### config.mk
export PLATFORM = sky130hd
export DESIGN_NAME = soc_clint
export DESIGN_NICKNAME = d
export VERILOG_FILES = /design/src/verilog/soc_pkg.sv /design/src/verilog/soc_clint.sv
export VERILOG_INCLUDE_DIRS = /design/src /design/src/verilog
export SDC_FILE = /design/constraint.sdc
export NUM_CORES = 1
export LEC_CHECK = 0
export BUFFER_PORTS_ARGS = -buffer_cell sky130_fd_sc_hd__buf_2
export CAP_MARGIN = 30
export CORE_MARGIN = 2
export CORE_UTILIZATION = 30
export CTS_BUF_LIST = sky130_fd_sc_hd__clkbuf_4
export CTS_CLUSTER_SIZE = 24
export DETAILED_ROUTE_END_ITERATION = 16
export GPL_TIMING_DRIVEN = 0
export PLACE_DENSITY = 0.47
export SYNTH_ARGS = -nofsm -noshare
export SYNTH_HDL_FRONTEND = slang
export SYNTH_SLANG_ARGS = --single-unit
### constraint.sdc
create_clock -name clock -period 2.5 [get_ports clock]
set_input_delay 0.5 -clock clock [delete_from_list [all_inputs] [get_ports clock]]
set_output_delay 0.5 -clock clock [all_outputs]
set_load 0.03 [all_outputs]
### src/verilog/soc_defines.svh
//##########################################################################
// bus widths, id width and sram depth
// clint address window and mtime register offsets
//##########################################################################

`ifndef SOC_DEFINES_SVH
`define SOC_DEFINES_SVH

// bus widths
`define ADDR_LEN	32
`define DATA_LEN	32
`define ID_LEN		4

// on-chip sram, in words
`define SRAM_DEPTH	256

// clint window, everything outside it goes to the sram
`define CLINT_BASE	32'h0200_0000
`define CLINT_MASK	32'h0000_ffff	// 64 KiB window

// mtime offsets inside the clint window
`define MTIME_LO_OFS	32'h0000_bff8
`define MTIME_HI_OFS	32'h0000_bffc

`endif

### src/verilog/soc_pkg.sv
//##########################################################################
// axi channel payload structs
// response, burst, device select and sram state enums
//##########################################################################

`include "soc_defines.svh"

package soc_pkg;

	typedef enum logic [1:0] {
		OKAY	= 2'b00,
		SLVERR	= 2'b10	// never produced here
	} axi_resp_e;

	typedef enum logic [1:0] {
		FIXED	= 2'b00,
		INCR	= 2'b01,	// the only accepted type
		WRAP	= 2'b10
	} axi_burst_e;

	typedef enum logic {
		DEV_SRAM,
		DEV_CLINT
	} xbar_dev_e;

	typedef enum logic [1:0] {
		IDLE,
		READ,
		WRITE,
		RESP
	} sram_state_e;

	typedef logic [$clog2(`SRAM_DEPTH)-1:0] sram_addr_t;	// sram word index

	typedef struct packed {
		logic [`ADDR_LEN-1:0]	addr;
		logic [`ID_LEN-1:0]	id;
		logic [7:0]		len;	// beats minus one
		logic [2:0]		size;
		axi_burst_e		burst;
	} axi_addr_t;

	typedef struct packed {
		logic [`DATA_LEN-1:0]	data;
		axi_resp_e		resp;
		logic			last;
		logic [`ID_LEN-1:0]	id;
	} axi_r_t;

	typedef struct packed {
		logic [`DATA_LEN-1:0]	data;
		logic [`DATA_LEN/8-1:0]	strb;
		logic			last;
	} axi_w_t;

	typedef struct packed {
		axi_resp_e		resp;
		logic [`ID_LEN-1:0]	id;
	} axi_b_t;

endpackage

### src/verilog/soc_clint.sv
//##########################################################################
// clint with a free-running 64-bit mtime
// single-beat read slave for the mtime words
//##########################################################################

`include "soc_defines.svh"

module soc_clint import soc_pkg::*; (
	input  logic		clock,
	input  logic		rst_n_i,
	input  axi_addr_t	ar_i,
	input  logic		ar_valid_i,
	output logic		ar_ready_o,
	output axi_r_t		r_o,
	output logic		r_valid_o,
	input  logic		r_ready_i
);

	logic [63:0]		mtime_q;
	logic			r_valid_q;
	logic [`ID_LEN-1:0]	id_q;
	logic [`DATA_LEN-1:0]	data_q;
	logic [`DATA_LEN-1:0]	rd_word;
	logic [`ADDR_LEN-1:0]	ofs;
	logic			ar_hs;

	assign ofs   = ar_i.addr & `CLINT_MASK;	// offset inside the window
	assign ar_ready_o = !r_valid_q;	// one response at a time
	assign ar_hs = ar_valid_i && ar_ready_o;

	always_comb begin
		case (ofs)
			`MTIME_LO_OFS: rd_word = mtime_q[31:0];
			`MTIME_HI_OFS: rd_word = mtime_q[63:32];
			default:       rd_word = '0;
		endcase
	end

	always_ff @(posedge clock or negedge rst_n_i) begin
		if (!rst_n_i) begin
			mtime_q   <= '0;
			r_valid_q <= 1'b0;
		end else begin
			mtime_q <= mtime_q + 64'd1;
			if (ar_hs) r_valid_q <= 1'b1;
			else if (r_ready_i) r_valid_q <= 1'b0;
		end
	end

	always_ff @(posedge clock) begin
		if (ar_hs) begin
			id_q   <= ar_i.id;
			data_q <= rd_word;	// sampled at the request
		end
	end

	assign r_valid_o = r_valid_q;
	always_comb begin
		r_o.data = data_q;
		r_o.resp = OKAY;
		r_o.last = r_valid_q;	// every read is a single beat
		r_o.id   = id_q;
	end

	a_single_beat: assert property (@(posedge clock) disable iff (!rst_n_i)
		ar_hs |-> (ar_i.len == 8'd0));

endmodule

==> flow_summary.json <==
{
  "outcome": "finished clean",
  "clock_power_share": 0.342,
  "clkSinkCount": 101,
  "grtUsageTotal": 0.135,
  "reg2reg_to": "mtime_q[62]",
  "r2r_start": "mtime_q[0]",
  "critPathKind": "reg -> reg",
  "p_int_mw": 2.34,
  "worst_slew_pin_slew_ns": 0.929,
  "seq_area_frac_synth": 0.582,
  "die_area_um2": 16500,
  "io_buffers": 61,
  "fillers": 1521,
  "via_per_inst": 4.74,
  "grt_pass1_vias": 3127,
  "synthArstFlopShare": 0.644,
  "drc": 0,
  "synthCells": 384,
  "ff_latch_area_um2": 2710,
  "dp_hpwl_mm": 7.39,
  "max-vdd-ir-drop_mv": 0.217,
  "die_w_um": 129,
  "first_pass_iters": 4,
  "whs_ns": 0.123,
  "finalCriticalPeriod_ns": 2.23,
  "gr-total-overflow": 0,
  "yosys_warnings": 0,
  "fin_crit_sh": 0.891,
  "ys_types": 35,
  "reg2reg_slack_ns": 0.27,
  "final_antenna_net_count": 0,
  "p_leak_nw": 2.25,
  "finalSetupViolCount": 0,
  "yosysTopAreaCellShare": 0.349,
  "antenna_found_initial": 1,
  "avgRoutedWirePerCell_um": 16.1,
  "cts_root_buffer": "clkbuf_4",
  "placed_cell_area_um2": 5240,
  "start_util": 0.306,
  "drive_above_1_share": 0.205,
  "max-slew-margin-rel": 0.381,
  "ctsLongestPathBuffers": 2,
  "finalSetupTns_ns": 0,
  "cts_hold_buf": 0,
  "synth_area_leaders": "dfrtp_1, edfxtp_1, xnor2_1",
  "via_count": 3093,
  "layout_commonest_cell": "dfrtp_1",
  "postLayoutCellArea_um2": 5420,
  "finClkSkew_ns": 0.0258,
  "swShare": 0.237,
  "multi_input_area_um2": 1840,
  "gp_congestion": 0.760,
  "clk_pin_slew_ns": 0.16,
  "clkLatencyLatePin_ns": 0.46,
  "post_cts_buffers": 0,
  "ios": 94,
  "num_rows": 45,
  "synthFlopType": "dfrtp_1",
  "fmax_mhz": 449,
  "setup.worst_path.start_class": "register",
  "cts_buffers": 9,
  "cts_tree": "done",
  "cts-htree-levels": 3,
  "switchingPower_uw": 726,
  "holdCritPathClass": "in -> async",
  "cp_data_arrival_time_ns": 2.58,
  "cts_resized": 0,
  "cellPowerDensity_nw_per_um2": 566,
  "rsz0062_at_grt": "false",
  "grt_max_degree": 66,
  "grt_pass1_wl_mm": 16.9,
  "syn_avg_cell_area_um2": 12.1,
  "final_cell_mix": "dfrtp_1, buf_2, xnor2_1",
  "ys_ff_latch": 101,
  "synthToLayoutAreaGrowth_pct": 16.3,
  "synth_top_area_cell": "dfrtp_1",
  "synth_area_um2": 4660,
  "crit_required_ns": 2.85,
  "synth_edf_count": 36,
  "drt_iter0_markers": 231,
  "reg2regPathDepth": 7,
  "final-hold-violation-count": 0,
  "totalWireLength_mm": 10.5,
  "maxCapViolCount": 0,
  "maxSlewViolCount": 0,
  "worst-path-max-fanout": 10,
  "cp-end-kind": "register",
  "p_comb_frac": 0.081,
  "seqPwrFrac": 0.578,
  "coreArea_um2": 15200,
  "finish.net_count": 512,
  "fp.dieH_um": 129
}
[metrics by stage]
step | utilization | instances | setup slack (ns) | power, mW
floorplan | - | 385 | 0.568 | 1.95
global placement | 0.342 | 634 | 0.0289 | 2.05
detailed placement | 0.345 | 635 | 0.254 | 2.06
CTS | 0.356 | 651 | 0.215 | 3.10
global route | 0.356 | 652 | 0.0593 | 3.19
finish | 0.356 | 652 | 0.272 | 3.07
[synthesized netlist by cell type, drive strengths merged (7+ instances only)]
master and instances:
buf 11, nor4 7, xnor2 55, nand4 32, nand3 23, nand2 19, xor2 7, dfrtp 65
mux2i 32, inv 7, edfxtp 36, and3 9, and4 9, nor2 46
[critical path, cell delays in order, from the launching register on]
cell and delay (ns):
dfrtp_1 0.43, ha_1 0.22, and4_1 0.34, nand4_2 0.24, nor4_4 0.38, buf_6 0.22
nand4_1 0.12, xnor2_1 0.17
[routing by layer]
| metal | global-route usage | share of wire |
|---|---|---|
| met1 | 0.193 | 0.49 |
| met2 | 0.202 | 0.45 |
| met3 | 0.0249 | 0.041 |
| met4 | 0.0543 | 0.016 |
| met5 | 0 | 0 |
[state kept, by name, indices dropped and copies added (netlist names)]
name,flops
mtime_q,64
id_q,4
r_valid_o,1
data_q,32
[how the worst max path moves through the flow]
stage	from	to	slack, ns	depth (start not counted)
after floorplan	r_valid_o	data_q[0]	0.57	1
after global placement	ar_valid_i	data_q[15]	0.03	2
after detailed placement	mtime_q[0]	mtime_q[62]	0.25	7
after CTS	mtime_q[0]	mtime_q[62]	0.22	7
after global routing	mtime_q[42]	mtime_q[63]	0.06	5
final	mtime_q[0]	mtime_q[62]	0.27	7
[layout make-up]
cell class,instances,area share
timing repair buffer,62,0.0619
antenna,1,0.000462
sequential,101,0.500
multi-input combinational,261,0.340
tap,188,0.0434
clock buffer,10,0.0139
buffer,16,0.0164
clock inverter,6,0.0187
inverter,7,0.00485
[kinds of logic (layout without fill, tap and decap cells)]
group / count (synthesis) / after routing / synth area share
buffers and inverters: 23 / 101 / 0.0247
other: 1 / 3 / 0.000805
AND/OR/NAND/NOR: 163 / 163 / 0.202
adder cells (fa/ha/maj): 1 / 1 / 0.00269
XOR/XNOR: 62 / 62 / 0.118
flip-flops: 101 / 101 / 0.582
AO/OA/AOI/OAI: 1 / 1 / 0.00161
multiplexers: 32 / 32 / 0.0688
[power by group through the flow]
stage / Clock [mW] / Sequential (mW) / Combinational [mW]
floorplan: 0 / 1.89 / 0.0647
global placement: 0 / 1.80 / 0.240
detailed placement: 0 / 1.80 / 0.254
CTS: 1.08 / 1.77 / 0.255
global route: 1.15 / 1.77 / 0.266
finish: 1.05 / 1.77 / 0.247
No activity file was read; power rests on OpenSTA's default activity.
