**src/verilog/soc_defines.svh**
```systemverilog
//##########################################################################
// bus widths, id width and sram depth
// clint address window and mtime register offsets
//##########################################################################

`ifndef SOC_DEFINES_SVH
`define SOC_DEFINES_SVH

// bus widths
`define ADDR_LEN	32
`define DATA_LEN	32
`define ID_LEN		4

// on-chip sram, in words
`define SRAM_DEPTH	256

// clint window, everything outside it goes to the sram
`define CLINT_BASE	32'h0200_0000
`define CLINT_MASK	32'h0000_ffff	// 64 KiB window

// mtime offsets inside the clint window
`define MTIME_LO_OFS	32'h0000_bff8
`define MTIME_HI_OFS	32'h0000_bffc

`endif

```
**src/verilog/soc_pkg.sv**
```systemverilog
//##########################################################################
// axi channel payload structs
// response, burst, device select and sram state enums
//##########################################################################

`include "soc_defines.svh"

package soc_pkg;

	typedef enum logic [1:0] {
		OKAY	= 2'b00,
		SLVERR	= 2'b10	// never produced here
	} axi_resp_e;

	typedef enum logic [1:0] {
		FIXED	= 2'b00,
		INCR	= 2'b01,	// the only accepted type
		WRAP	= 2'b10
	} axi_burst_e;

	typedef enum logic {
		DEV_SRAM,
		DEV_CLINT
	} xbar_dev_e;

	typedef enum logic [1:0] {
		IDLE,
		READ,
		WRITE,
		RESP
	} sram_state_e;

	typedef logic [$clog2(`SRAM_DEPTH)-1:0] sram_addr_t;	// sram word index

	typedef struct packed {
		logic [`ADDR_LEN-1:0]	addr;
		logic [`ID_LEN-1:0]	id;
		logic [7:0]		len;	// beats minus one
		logic [2:0]		size;
		axi_burst_e		burst;
	} axi_addr_t;

	typedef struct packed {
		logic [`DATA_LEN-1:0]	data;
		axi_resp_e		resp;
		logic			last;
		logic [`ID_LEN-1:0]	id;
	} axi_r_t;

	typedef struct packed {
		logic [`DATA_LEN-1:0]	data;
		logic [`DATA_LEN/8-1:0]	strb;
		logic			last;
	} axi_w_t;

	typedef struct packed {
		axi_resp_e		resp;
		logic [`ID_LEN-1:0]	id;
	} axi_b_t;

endpackage

```
**src/verilog/soc_axi_xbar.sv**
```systemverilog
//##########################################################################
// read crossbar, steers ar to sram or clint by address
// holds the device choice until the last r beat
//##########################################################################

`include "soc_defines.svh"

module soc_axi_xbar import soc_pkg::*; (
	input  logic		clock,
	input  logic		rst_n_i,

	input  axi_addr_t	ar_i,
	input  logic		ar_valid_i,
	output logic		ar_ready_o,
	output axi_r_t		r_o,
	output logic		r_valid_o,
	input  logic		r_ready_i,

	output axi_addr_t	sram_ar_o,
	output logic		sram_ar_valid_o,
	input  logic		sram_ar_ready_i,
	input  axi_r_t		sram_r_i,
	input  logic		sram_r_valid_i,
	output logic		sram_r_ready_o,

	output axi_addr_t	clint_ar_o,
	output logic		clint_ar_valid_o,
	input  logic		clint_ar_ready_i,
	input  axi_r_t		clint_r_i,
	input  logic		clint_r_valid_i,
	output logic		clint_r_ready_o
);

	xbar_dev_e	dev_dec;	// decoded from the current ar
	xbar_dev_e	dev_q;		// held until the last r beat
	logic		busy_q;		// a read is open
	logic		ar_hs;
	logic		r_hs;

	assign dev_dec = ((ar_i.addr & ~`CLINT_MASK) == `CLINT_BASE) ? DEV_CLINT : DEV_SRAM;

	assign sram_ar_o  = ar_i;
	assign clint_ar_o = ar_i;

	// only one slave sees the request, and none while a read is open
	assign sram_ar_valid_o  = ar_valid_i && !busy_q && (dev_dec == DEV_SRAM);
	assign clint_ar_valid_o = ar_valid_i && !busy_q && (dev_dec == DEV_CLINT);
	assign ar_ready_o = !busy_q &&
		((dev_dec == DEV_CLINT) ? clint_ar_ready_i : sram_ar_ready_i);

	// response path follows the held device
	assign r_o       = (dev_q == DEV_CLINT) ? clint_r_i : sram_r_i;
	assign r_valid_o = busy_q && ((dev_q == DEV_CLINT) ? clint_r_valid_i : sram_r_valid_i);
	assign sram_r_ready_o  = busy_q && (dev_q == DEV_SRAM) && r_ready_i;
	assign clint_r_ready_o = busy_q && (dev_q == DEV_CLINT) && r_ready_i;

	assign ar_hs = ar_valid_i && ar_ready_o;
	assign r_hs  = r_valid_o && r_ready_i;

	always_ff @(posedge clock or negedge rst_n_i) begin
		if (!rst_n_i) begin
			busy_q <= 1'b0;
			dev_q  <= DEV_SRAM;
		end else if (ar_hs) begin
			busy_q <= 1'b1;
			dev_q  <= dev_dec;	// latch the choice
		end else if (r_hs && r_o.last) begin
			busy_q <= 1'b0;	// release after the last beat
		end
	end

	// a slave only answers while it holds the crossbar
	a_no_stray_r: assert property (@(posedge clock) disable iff (!rst_n_i)
		!(sram_r_valid_i && !(busy_q && dev_q == DEV_SRAM)) &&
		!(clint_r_valid_i && !(busy_q && dev_q == DEV_CLINT)));

endmodule

```
**config.mk**
```make
export PLATFORM = sky130hd
export DESIGN_NAME = soc_axi_xbar
export DESIGN_NICKNAME = d
export VERILOG_FILES = /design/src/verilog/soc_pkg.sv /design/src/verilog/soc_axi_xbar.sv
export VERILOG_INCLUDE_DIRS = /design/src /design/src/verilog
export SDC_FILE = /design/constraint.sdc
export NUM_CORES = 1
export LEC_CHECK = 0
export ABC_AREA = 0
export BUFFER_PORTS_ARGS = -buffer_cell sky130_fd_sc_hd__buf_4
export CORE_AREA = 4 4 106 108
export CTS_CLUSTER_SIZE = 25
export DETAILED_ROUTE_END_ITERATION = 7
export DIE_AREA = 0 0 110 112
export PLACE_DENSITY = 0.59
export SETUP_SLACK_MARGIN = 0.3
export SLEW_MARGIN = 20
export SYNTH_ARGS = -nofsm -noshare
export SYNTH_HDL_FRONTEND = slang
export SYNTH_SLANG_ARGS = --single-unit
export TNS_END_PERCENT = 10
```
**constraint.sdc**
```tcl
create_clock -name clock -period 2.85 [get_ports clock]
set_clock_uncertainty 0.2 [all_clocks]
set_input_delay 0.7125 -clock clock [delete_from_list [all_inputs] [get_ports clock]]
set_output_delay 0.7125 -clock clock [all_outputs]
set_load 0.005 [all_outputs]
```
==> results of run 1 <==
how the worst min path moves through the flow:
stage | start | end | slack (ns) | cells past startpoint
after detailed placement | rst_n_i | busy_q | 0.30 | 1
after global routing | rst_n_i | dev_q | 0.07 | 1
after floorplan | rst_n_i | busy_q | 0.22 | 0
after CTS | rst_n_i | dev_q | 0.07 | 1
final | rst_n_i | dev_q | 0.07 | 1
after global placement | rst_n_i | busy_q | 0.30 | 1
worst max-delay path, stage by stage:
cell and delay [ns]:
buf_4 0.12, nor4_2 0.25, nand4_1 0.18, buf_4 0.19, mux2i_2 0.20, nor2_1 0.07
buf_4 0.14
state kept, by name, summed over array words and instances, names as in the netlist:
register and flops:
dev_q 1, busy_q 1
cell usage in the layout (no fill, tap or decap), drive strengths merged, types with 2 or more instances in the layout:
| cell type | n |
|---|---|
| nor2b | 2 |
| nor2 | 3 |
| nand2 | 4 |
| dfrtp | 2 |
| nor4 | 3 |
| clkbuf | 4 |
| o21ai | 3 |
| buf | 185 |
| mux2i | 2 |
| mux2 | 39 |
power groups by stage:
stage	sequential, uW	combinational (uW)	clock [uW]
after floorplan	37.7	164	0
after global placement	40.7	274	0
after detailed placement	40.9	276	0
after CTS	40.9	291	125
after global routing	42.5	311	134
final	40.9	287	122
layer usage:
layer	track usage, %	vias to the layer above
li1	-	626
met1	6.53	596
met2	13.0	151
met3	3.36	15
met4	4.07	0
met5	0	-
cells by family (layout without fill, tap and decap cells):
group	after synthesis	in the layout
muxes	41	41
DFF	2	2
and+or+nand+nor	17	17
AOI/OAI and AO/OA	4	4
buffers and inverters	103	189
final cells by class:
type                            instances  area (um2)
Tap cell                              136         170
Fill cell                            1077        7900
Multi-Input combinational cell         62         633
Sequential cell                         2        51.3
Timing Repair Buffer                  185        1430
Clock buffer                            4        45.0
stage by stage:
step	area, um2	TNS, ns	utilization [%]	power (uW)	worst slack [ns]
6_report	2330	0	22.7	450	0.0769
4_1_cts	2320	0	22.6	457	0.0838
5_1_grt	2330	-0.0312	22.7	487	-0.0312
3_3_place_gp	2160	-0.0583	21.1	314	-0.0583
2_1_floorplan	1390	0	-	202	0.522
3_5_place_dp	2160	-0.0622	21.1	316	-0.0588
repair_timing:
item | CTS | global route
endpoints found under the setup margin | 3 | 3
hold endpoints to repair | 0 | 0
setup buffers | 5 | 0
resized for setup | 13 | 3
pin swaps | 5 | 3
==> flow_metrics.py, run 1 <==
metrics = {
    "sta": {
        "timing.hold.ws_ns": 0.0739,
        "hold_viol_final": 0,
        "worst_pin_slew_ns": 0.225,
        "drv_slew": 0,
        "grt_setup_unrepaired": "true",
        "setup_viol": 0,
        "period_needed_ns": 2.77,
        "period_share_pct": 97.3,
        "max-slew-margin-rel_pct": 85.0,
        "fmax_mhz": 361,
    },
    "floorplanning": {
        "fp.dieH_um": 112,
        "dieArea_mm2": 0.0123,
        "io_pins": 278,
        "num_rows": 37,
        "dieWidth_um": 110,
        "core_region_area_mm2": 0.0102,
        "start_util_pct": 13.6,
    },
    "synthesis": {
        "yosys.area_share.simple_pct": 7.03,
        "syn-num-nets": 302,
        "synth_cells": 167,
        "synthTopCellsByArea": "buf_4, mux2_2, dfrtp_1, buf_2, mux2i_1",
        "synth_top_family_by_area": "buffers and inverters",
        "synth_xor_area_share_pct": 0,
        "synth.most_common_cell": "buf_4",
        "yosys-top-cells-count": "buf_4, mux2_2, buf_2",
        "ys_seq_elements": 2,
        "synth_top_area_share_pct": 53.0,
        "muxShareOfSynthArea_pct": 33.1,
        "syn_area_mm2": 0.00139,
        "synthAdderAreaFrac_pct": 0,
        "synth-compound-area-share_pct": 1.44,
        "synth_edf_count": 0,
        "synth_ff_type": "dfrtp_1",
        "yosysTopAreaCell": "buf_4",
        "ys_types": 17,
        "yosysWarnings": 0,
        "ys_async_sr_fraction_pct": 100,
        "ys_seq_area_share_pct": 3.61,
        "avgSynthCellArea_um2": 8.31,
    },
    "drt": {
        "highest_layer": "met4",
        "wirelength_mm": 5.29,
        "detail-route-antenna-nets": 0,
        "routed-wl-met2_mm": 2.49,
        "wl_met1_mm": 1.60,
        "drt_iter0_drc": 36,
        "avgViaCountPerCell": 3.57,
        "drt_pass1_iterations": 4,
        "drt-wirelength-per-cell_um": 13.6,
        "met3_length_mm": 1.01,
        "post-route-drc-count": 0,
        "num_vias": 1388,
    },
    "clock_tree": {
        "numCtsBuffers": 3,
        "clk_latency_ns": 0.22,
        "cts.sinks": 2,
        "cts.clk_slew.worst_paths_ns": 0.03,
        "clockRootBuffer": "clkbuf_8",
        "hold_buffers": 0,
        "cts_tree": "done",
        "htreeDepth": 1,
        "cts.path.max_buffers": 2,
    },
    "worst_setup_path": {
        "reg2reg_to": "busy_q",
        "cp.arrival_ns": 1.86,
        "crit_start": "ar_i[35]",
        "ff2ff_path_depth": 5,
        "crit_end": "ar_ready_o",
        "ff2ff_setup_slack_ns": 1.30,
        "r2r-start": "dev_q",
        "critPathRequiredTime_ns": 1.94,
        "critPathKind": "input port to output pin",
        "path_max_fanout": 3,
        "worstSetupEndpointType": "output pin",
        "cp-start-kind": "input port",
    },
    "flow_run": {
        "max-cap-violations": 0,
    },
    "pwr": {
        "p_int_uw": 327,
        "switchingPower_uw": 124,
        "cellPowerDensity_mw_per_mm2": 193,
        "pwr-share-clk_pct": 27.1,
        "combPwrFrac_pct": 63.8,
        "pwr-share-seq_pct": 9.1,
        "switching_share_pct": 27.5,
        "leakagePower_uw": 0.00114,
        "ir_drop_mv": 0.201,
    },
    "place": {
        "gp_congestion": 0.724,
        "io_buffer_count": 178,
        "dp.cells": 380,
        "dp_hpwl_mm": 4.53,
    },
    "global_route": {
        "grt_pass1_wl_mm": 7.03,
        "grt_antenna_before_repair": 0,
        "grt_pass1_vias": 1456,
        "track_usage_pct": 7.24,
        "grt_max_degree": 43,
        "grt_overflow": 0,
    },
    "run_status": {
        "outcome": "completed",
    },
    "cells_and_area": {
        "drive_gt1_share_pct": 92.5,
        "syn_to_final_growth_pct": 67.7,
        "num-nets-final": 389,
        "layoutNonFillerInstCount": 389,
        "antenna_cells": 0,
    },
    "hold_path": {
        "hold_path_class": "input port to asynchronous set/reset pin",
    },
}
Power figures use the tool's default switching activity.
==> inputs of run 2 (changes only) <==
Settings changed: PLACE_DENSITY 0.59 to 0.55, TNS_END_PERCENT 10 to 50.
==> flow_metrics.py, run 2 (same netlist as run 1, synthesis figures left out) <==
metrics = {
    "clock_tree": {
        "hold_buffers": 0,
        "clockRootBuffer": "clkbuf_8",
        "clk_latency_ns": 0.21,
        "cts.sinks": 2,
        "numCtsBuffers": 3,
        "htreeDepth": 1,
        "cts_tree": "done",
        "cts.path.max_buffers": 2,
        "cts.clk_slew.worst_paths_ns": 0.03,
    },
    "global_route": {
        "grt_pass1_wl_mm": 6.47,
        "grt_overflow": 0,
        "track_usage_pct": 6.52,
        "grt_max_degree": 45,
        "grt_antenna_before_repair": 0,
        "grt_pass1_vias": 1408,
    },
    "hold_path": {
        "hold_path_class": "input port to asynchronous set/reset pin",
    },
    "floorplanning": {
        "num_rows": 37,
        "start_util_pct": 13.6,
        "fp.dieH_um": 112,
        "core_region_area_mm2": 0.0102,
        "io_pins": 278,
        "dieWidth_um": 110,
        "dieArea_mm2": 0.0123,
    },
    "sta": {
        "fmax_mhz": 371,
        "fin_setup_tns_ns": 0,
        "grt_setup_unrepaired": "true",
        "max-slew-margin-rel_pct": 82.2,
        "timing.hold.ws_ns": 0.0778,
        "fin_ws_ns": 0.155,
        "period_share_pct": 94.6,
        "drv_slew": 0,
        "setup_viol": 0,
        "worst_pin_slew_ns": 0.264,
        "period_needed_ns": 2.70,
        "hold_viol_final": 0,
    },
    "worst_setup_path": {
        "r2r-start": "dev_q",
        "path_max_fanout": 3,
        "cp-start-kind": "input port",
        "ff2ff_path_depth": 5,
        "critPathRequiredTime_ns": 1.94,
        "cp.arrival_ns": 1.78,
        "reg2reg_to": "busy_q",
        "ff2ff_setup_slack_ns": 1.35,
        "worstSetupEndpointType": "output pin",
        "crit_start": "ar_i[47]",
        "crit_end": "ar_ready_o",
        "critPathKind": "input port to output pin",
    },
    "cells_and_area": {
        "mostFrequentLayoutCells": "buf_4, mux2_2, buf_6, nand2_1",
        "reg.largest.list": "busy_q x1, dev_q x1",
        "syn_to_final_growth_pct": 67.5,
        "final_core_util_pct": 22.7,
        "layoutNonFillerInstCount": 388,
        "layout_commonest_cell": "buf_4",
        "num-nets-final": 388,
        "antenna_cells": 0,
        "n_fill_cell": 1100,
        "drive_gt1_share_pct": 92.1,
    },
    "drt": {
        "num_vias": 1370,
        "drt_iter0_drc": 13,
        "drt-wirelength-per-cell_um": 12.9,
        "avgViaCountPerCell": 3.53,
        "detail-route-antenna-nets": 0,
        "post-route-drc-count": 0,
        "wirelength_mm": 4.99,
        "drt_pass1_iterations": 2,
    },
    "pwr": {
        "cellPowerDensity_mw_per_mm2": 190,
        "combPwrFrac_pct": 64.1,
        "pwr-share-clk_pct": 26.8,
        "ir_drop_mv": 0.109,
        "switchingPower_uw": 117,
        "switching_share_pct": 26.4,
        "pwr-share-seq_pct": 9.1,
        "p_int_uw": 326,
        "leakagePower_uw": 0.00114,
    },
    "place": {
        "gp_congestion": 0.681,
        "dp.cells": 380,
        "place_ws_ns": -0.0451,
        "io_buffer_count": 178,
        "dp_hpwl_mm": 4.37,
    },
    "flow_run": {
        "max-cap-violations": 0,
    },
    "run_status": {
        "outcome": "completed",
    },
}
==> run 2: changes by cell type in the layout (fill, tap and decap cells not counted), sizes merged <==
| cell | change |
|---|---|
| buf | -1 |
==> run 2: layer usage <==
| metal | up-vias | wire [um] | global-route usage [%] |
|---|---|---|---|
| li1 | 624 | - | - |
| met1 | 579 | 1540 | 5.56 |
| met2 | 156 | 2330 | 12.4 |
| met3 | 11 | 1050 | 3.65 |
| met4 | 0 | 71 | 2.08 |
| met5 | - | 0 | 0 |
==> run 2: through the flow <==
| step | area, um2 | power [uW] |
|---|---|---|
| 2_1_floorplan | 1390 | 202 |
| 6_report | 2320 | 442 |
| 5_1_grt | 2320 | 476 |
| 3_5_place_dp | 2160 | 316 |
| 3_3_place_gp | 2160 | 313 |
| 4_1_cts | 2310 | 452 |
==> run 2: layout make-up <==
type	instances	area, um2	share of cell area [%]
Multi-Input combinational cell	62	634	27.3
Clock buffer	4	45.0	1.94
Sequential cell	2	51.3	2.21
Timing Repair Buffer	184	1420	61.2
Tap cell	136	170	7.32
==> run 2: worst min path at each step <==
stage                     startpoint     end  slack [ns]  cells past startpoint
after floorplan              rst_n_i  busy_q        0.22                      0
after global placement       rst_n_i  busy_q        0.30                      1
after detailed placement     rst_n_i  busy_q        0.30                      1
after CTS                    rst_n_i   dev_q        0.08                      1
after global routing         rst_n_i   dev_q        0.08                      1
final                        rst_n_i   dev_q        0.08                      1
==> run 2: timing repair <==
item / in CTS / in global routing
pin swaps: 5 / 3
buffers inserted: 4 / 0
resized for setup: 14 / 2
endpoints found under the setup margin: 3 / 3
endpoints found under the hold margin: 0 / 0
==> run 2: power groups by stage <==
stage               Sequential (uW)  Combinational [uW]  Clock, uW
CTS                            41.4                 287        123
detailed placement             41.8                 274          0
floorplan                      37.7                 164          0
global placement               40.9                 272          0
finish                         40.5                 283        118
global route                   41.5                 307        127
==> run 2: critical path, cell delays in order <==
cell,delay [ns]
buf_8,0.10
nor4b_4,0.29
nand4_1,0.15
buf_6,0.15
mux2i_4,0.18
nor2_1,0.09
buf_4,0.11
==> inputs of run 3 (changes only) <==
Settings changed: CORE_AREA 4 4 106 108 to 2 2 107 109, DIE_AREA 0 0 110 112 to 0 0 109 111, GPL_TIMING_DRIVEN from default to 0, PLACE_DENSITY 0.55 to 0.53.
Clock period 2.85 ns to 3.33 ns, I/O delays scaled along.
==> flow_metrics.py, run 3 (same netlist as run 1, synthesis figures left out) <==
metrics = {
    "cells_and_area": {
        "antenna_cells": 0,
        "multi_input_area_um2": 613,
        "drive_gt1_share_pct": 95.0,
        "final_core_util_pct": 31.9,
        "num-nets-final": 553,
        "n_fill_cell": 1156,
        "regArea_um2": 50.0,
        "reg.largest.list": "busy_q x1, dev_q x1",
        "syn_to_final_growth_pct": 155,
        "layoutNonFillerInstCount": 559,
        "mostFrequentLayoutCells": "buf_4, mux2_2, buf_2, nand2_1",
        "layout_commonest_cell": "buf_4",
    },
    "floorplanning": {
        "num_rows": 39,
        "start_util_pct": 12.5,
        "fp.dieH_um": 111,
        "core_region_area_mm2": 0.0111,
        "dieWidth_um": 109,
        "dieArea_mm2": 0.0121,
        "io_pins": 278,
    },
    "pwr": {
        "switching_share_pct": 23.2,
        "p_int_uw": 465,
        "combPwrFrac_pct": 64.4,
        "ir_drop_mv": 0.0744,
        "switchingPower_uw": 141,
        "cellPowerDensity_mw_per_mm2": 171,
        "leakagePower_uw": 0.00194,
        "pwr-share-seq_pct": 5.7,
        "pwr-share-clk_pct": 29.9,
    },
    "clock_tree": {
        "numCtsBuffers": 3,
        "htreeDepth": 1,
        "clk_latency_ns": 0.22,
        "clockRootBuffer": "clkbuf_16",
        "hold_buffers": 0,
        "cts_tree": "done",
        "cts.clk_slew.worst_paths_ns": 0.03,
        "cts.path.max_buffers": 2,
        "cts.sinks": 2,
    },
    "sta": {
        "fmax_mhz": 336,
        "hold_viol_final": 0,
        "fin_setup_tns_ns": 0,
        "grt_setup_unrepaired": "true",
        "setup_viol": 0,
        "max-slew-margin-rel_pct": 84.0,
        "period_needed_ns": 2.97,
        "period_share_pct": 89.3,
        "drv_slew": 0,
        "worst_pin_slew_ns": 0.239,
    },
    "global_route": {
        "grt_pass1_vias": 1878,
        "grt_overflow": 0,
        "grt_pass1_wl_mm": 9.10,
        "grt_max_degree": 11,
        "grt_antenna_before_repair": 0,
        "track_usage_pct": 9.70,
    },
    "drt": {
        "drt_iter0_drc": 18,
        "avgViaCountPerCell": 3.50,
        "drt_pass1_iterations": 3,
        "drt-wirelength-per-cell_um": 12.1,
        "wirelength_mm": 6.75,
        "post-route-drc-count": 0,
        "num_vias": 1957,
        "detail-route-antenna-nets": 0,
    },
    "worst_setup_path": {
        "critPathRequiredTime_ns": 2.30,
        "cp.arrival_ns": 1.94,
        "cp-start-kind": "input port",
        "critPathKind": "input port to output pin",
        "worstSetupEndpointType": "output pin",
        "path_max_fanout": 3,
    },
    "run_status": {
        "outcome": "completed",
    },
    "place": {
        "dp.cells": 554,
        "gp_congestion": 0.676,
        "io_buffer_count": 244,
        "dp_hpwl_mm": 6.09,
    },
    "flow_run": {
        "max-cap-violations": 0,
    },
    "hold_path": {
        "hold_path_class": "input port to asynchronous set/reset pin",
    },
}
[run 3: changes by cell type in the layout (fill, tap and decap cells not counted), moves of 3 or more]
| cell | previous run | this run |
|---|---|---|
| buf_4 | 176 | 342 |
| buf_2 | 0 | 5 |
| buf_6 | 6 | 1 |
| clkbuf_16 | 0 | 3 |
| clkbuf_8 | 3 | 0 |
[run 3: final timing paths]
kind                       slack [ns]  startpoint         end  cells after the start
min                              0.19     rst_n_i      busy_q                      1
min reg2reg                      0.46      busy_q      busy_q                      2
max reg2reg                      1.93       dev_q      busy_q                      5
min in group clock               0.46      busy_q      busy_q                      2
max in group asynchronous        2.65     rst_n_i       dev_q                      1
max                              0.36    ar_i[43]  ar_ready_o                      6
[run 3: area by class of cell]
class / instances / area share (%)
multi-input combinational: 62 / 17.3
buffer: 103 / 21.5
clock buffer: 3 / 2.12
timing repair buffer: 246 / 52.5
sequential: 2 / 1.42
tap: 143 / 5.06
[run 3: worst max-delay path, stage by stage]
cell,delay (ns)
buf_4,0.12
nor4_2,0.29
nand4_1,0.24
mux2i_1,0.26
nor2_1,0.06
buf_4,0.14
[run 3: layer usage]
metal	track usage (%)	part of all wire [%]
met1	8.54	30
met2	19.7	54
met3	3.41	15
met4	2.82	0.99
met5	0	0
[run 3: what timing repair did]
item,in CTS,in global routing
pin swaps,3,3
resized for setup,6,2
hold endpoints to repair,0,0
buffers inserted,1,1
endpoints found under the setup margin,1,1
[run 3: stage by stage]
| step | instance area, um2 | setup WS, ns | hold slack [ns] | total power [uW] |
|---|---|---|---|---|
| after global placement | 3400 | 0.192 | 0.415 | 422 |
| after global routing | 3540 | 0.260 | 0.187 | 646 |
| after CTS | 3520 | 0.303 | 0.186 | 615 |
| after detailed placement | 3400 | 0.186 | 0.417 | 425 |
| after floorplan | 1390 | 0.762 | 0.337 | 173 |
| final | 3540 | 0.356 | 0.188 | 606 |
[run 3: power groups by stage]
stage / Clock [uW] / Combinational (uW) / Sequential (uW)
2_1_floorplan: 0 / 140 / 32.3
3_3_place_gp: 0 / 387 / 35.0
3_5_place_dp: 0 / 389 / 35.2
4_1_cts: 185 / 395 / 34.9
5_1_grt: 187 / 422 / 36.3
6_report: 181 / 390 / 34.8
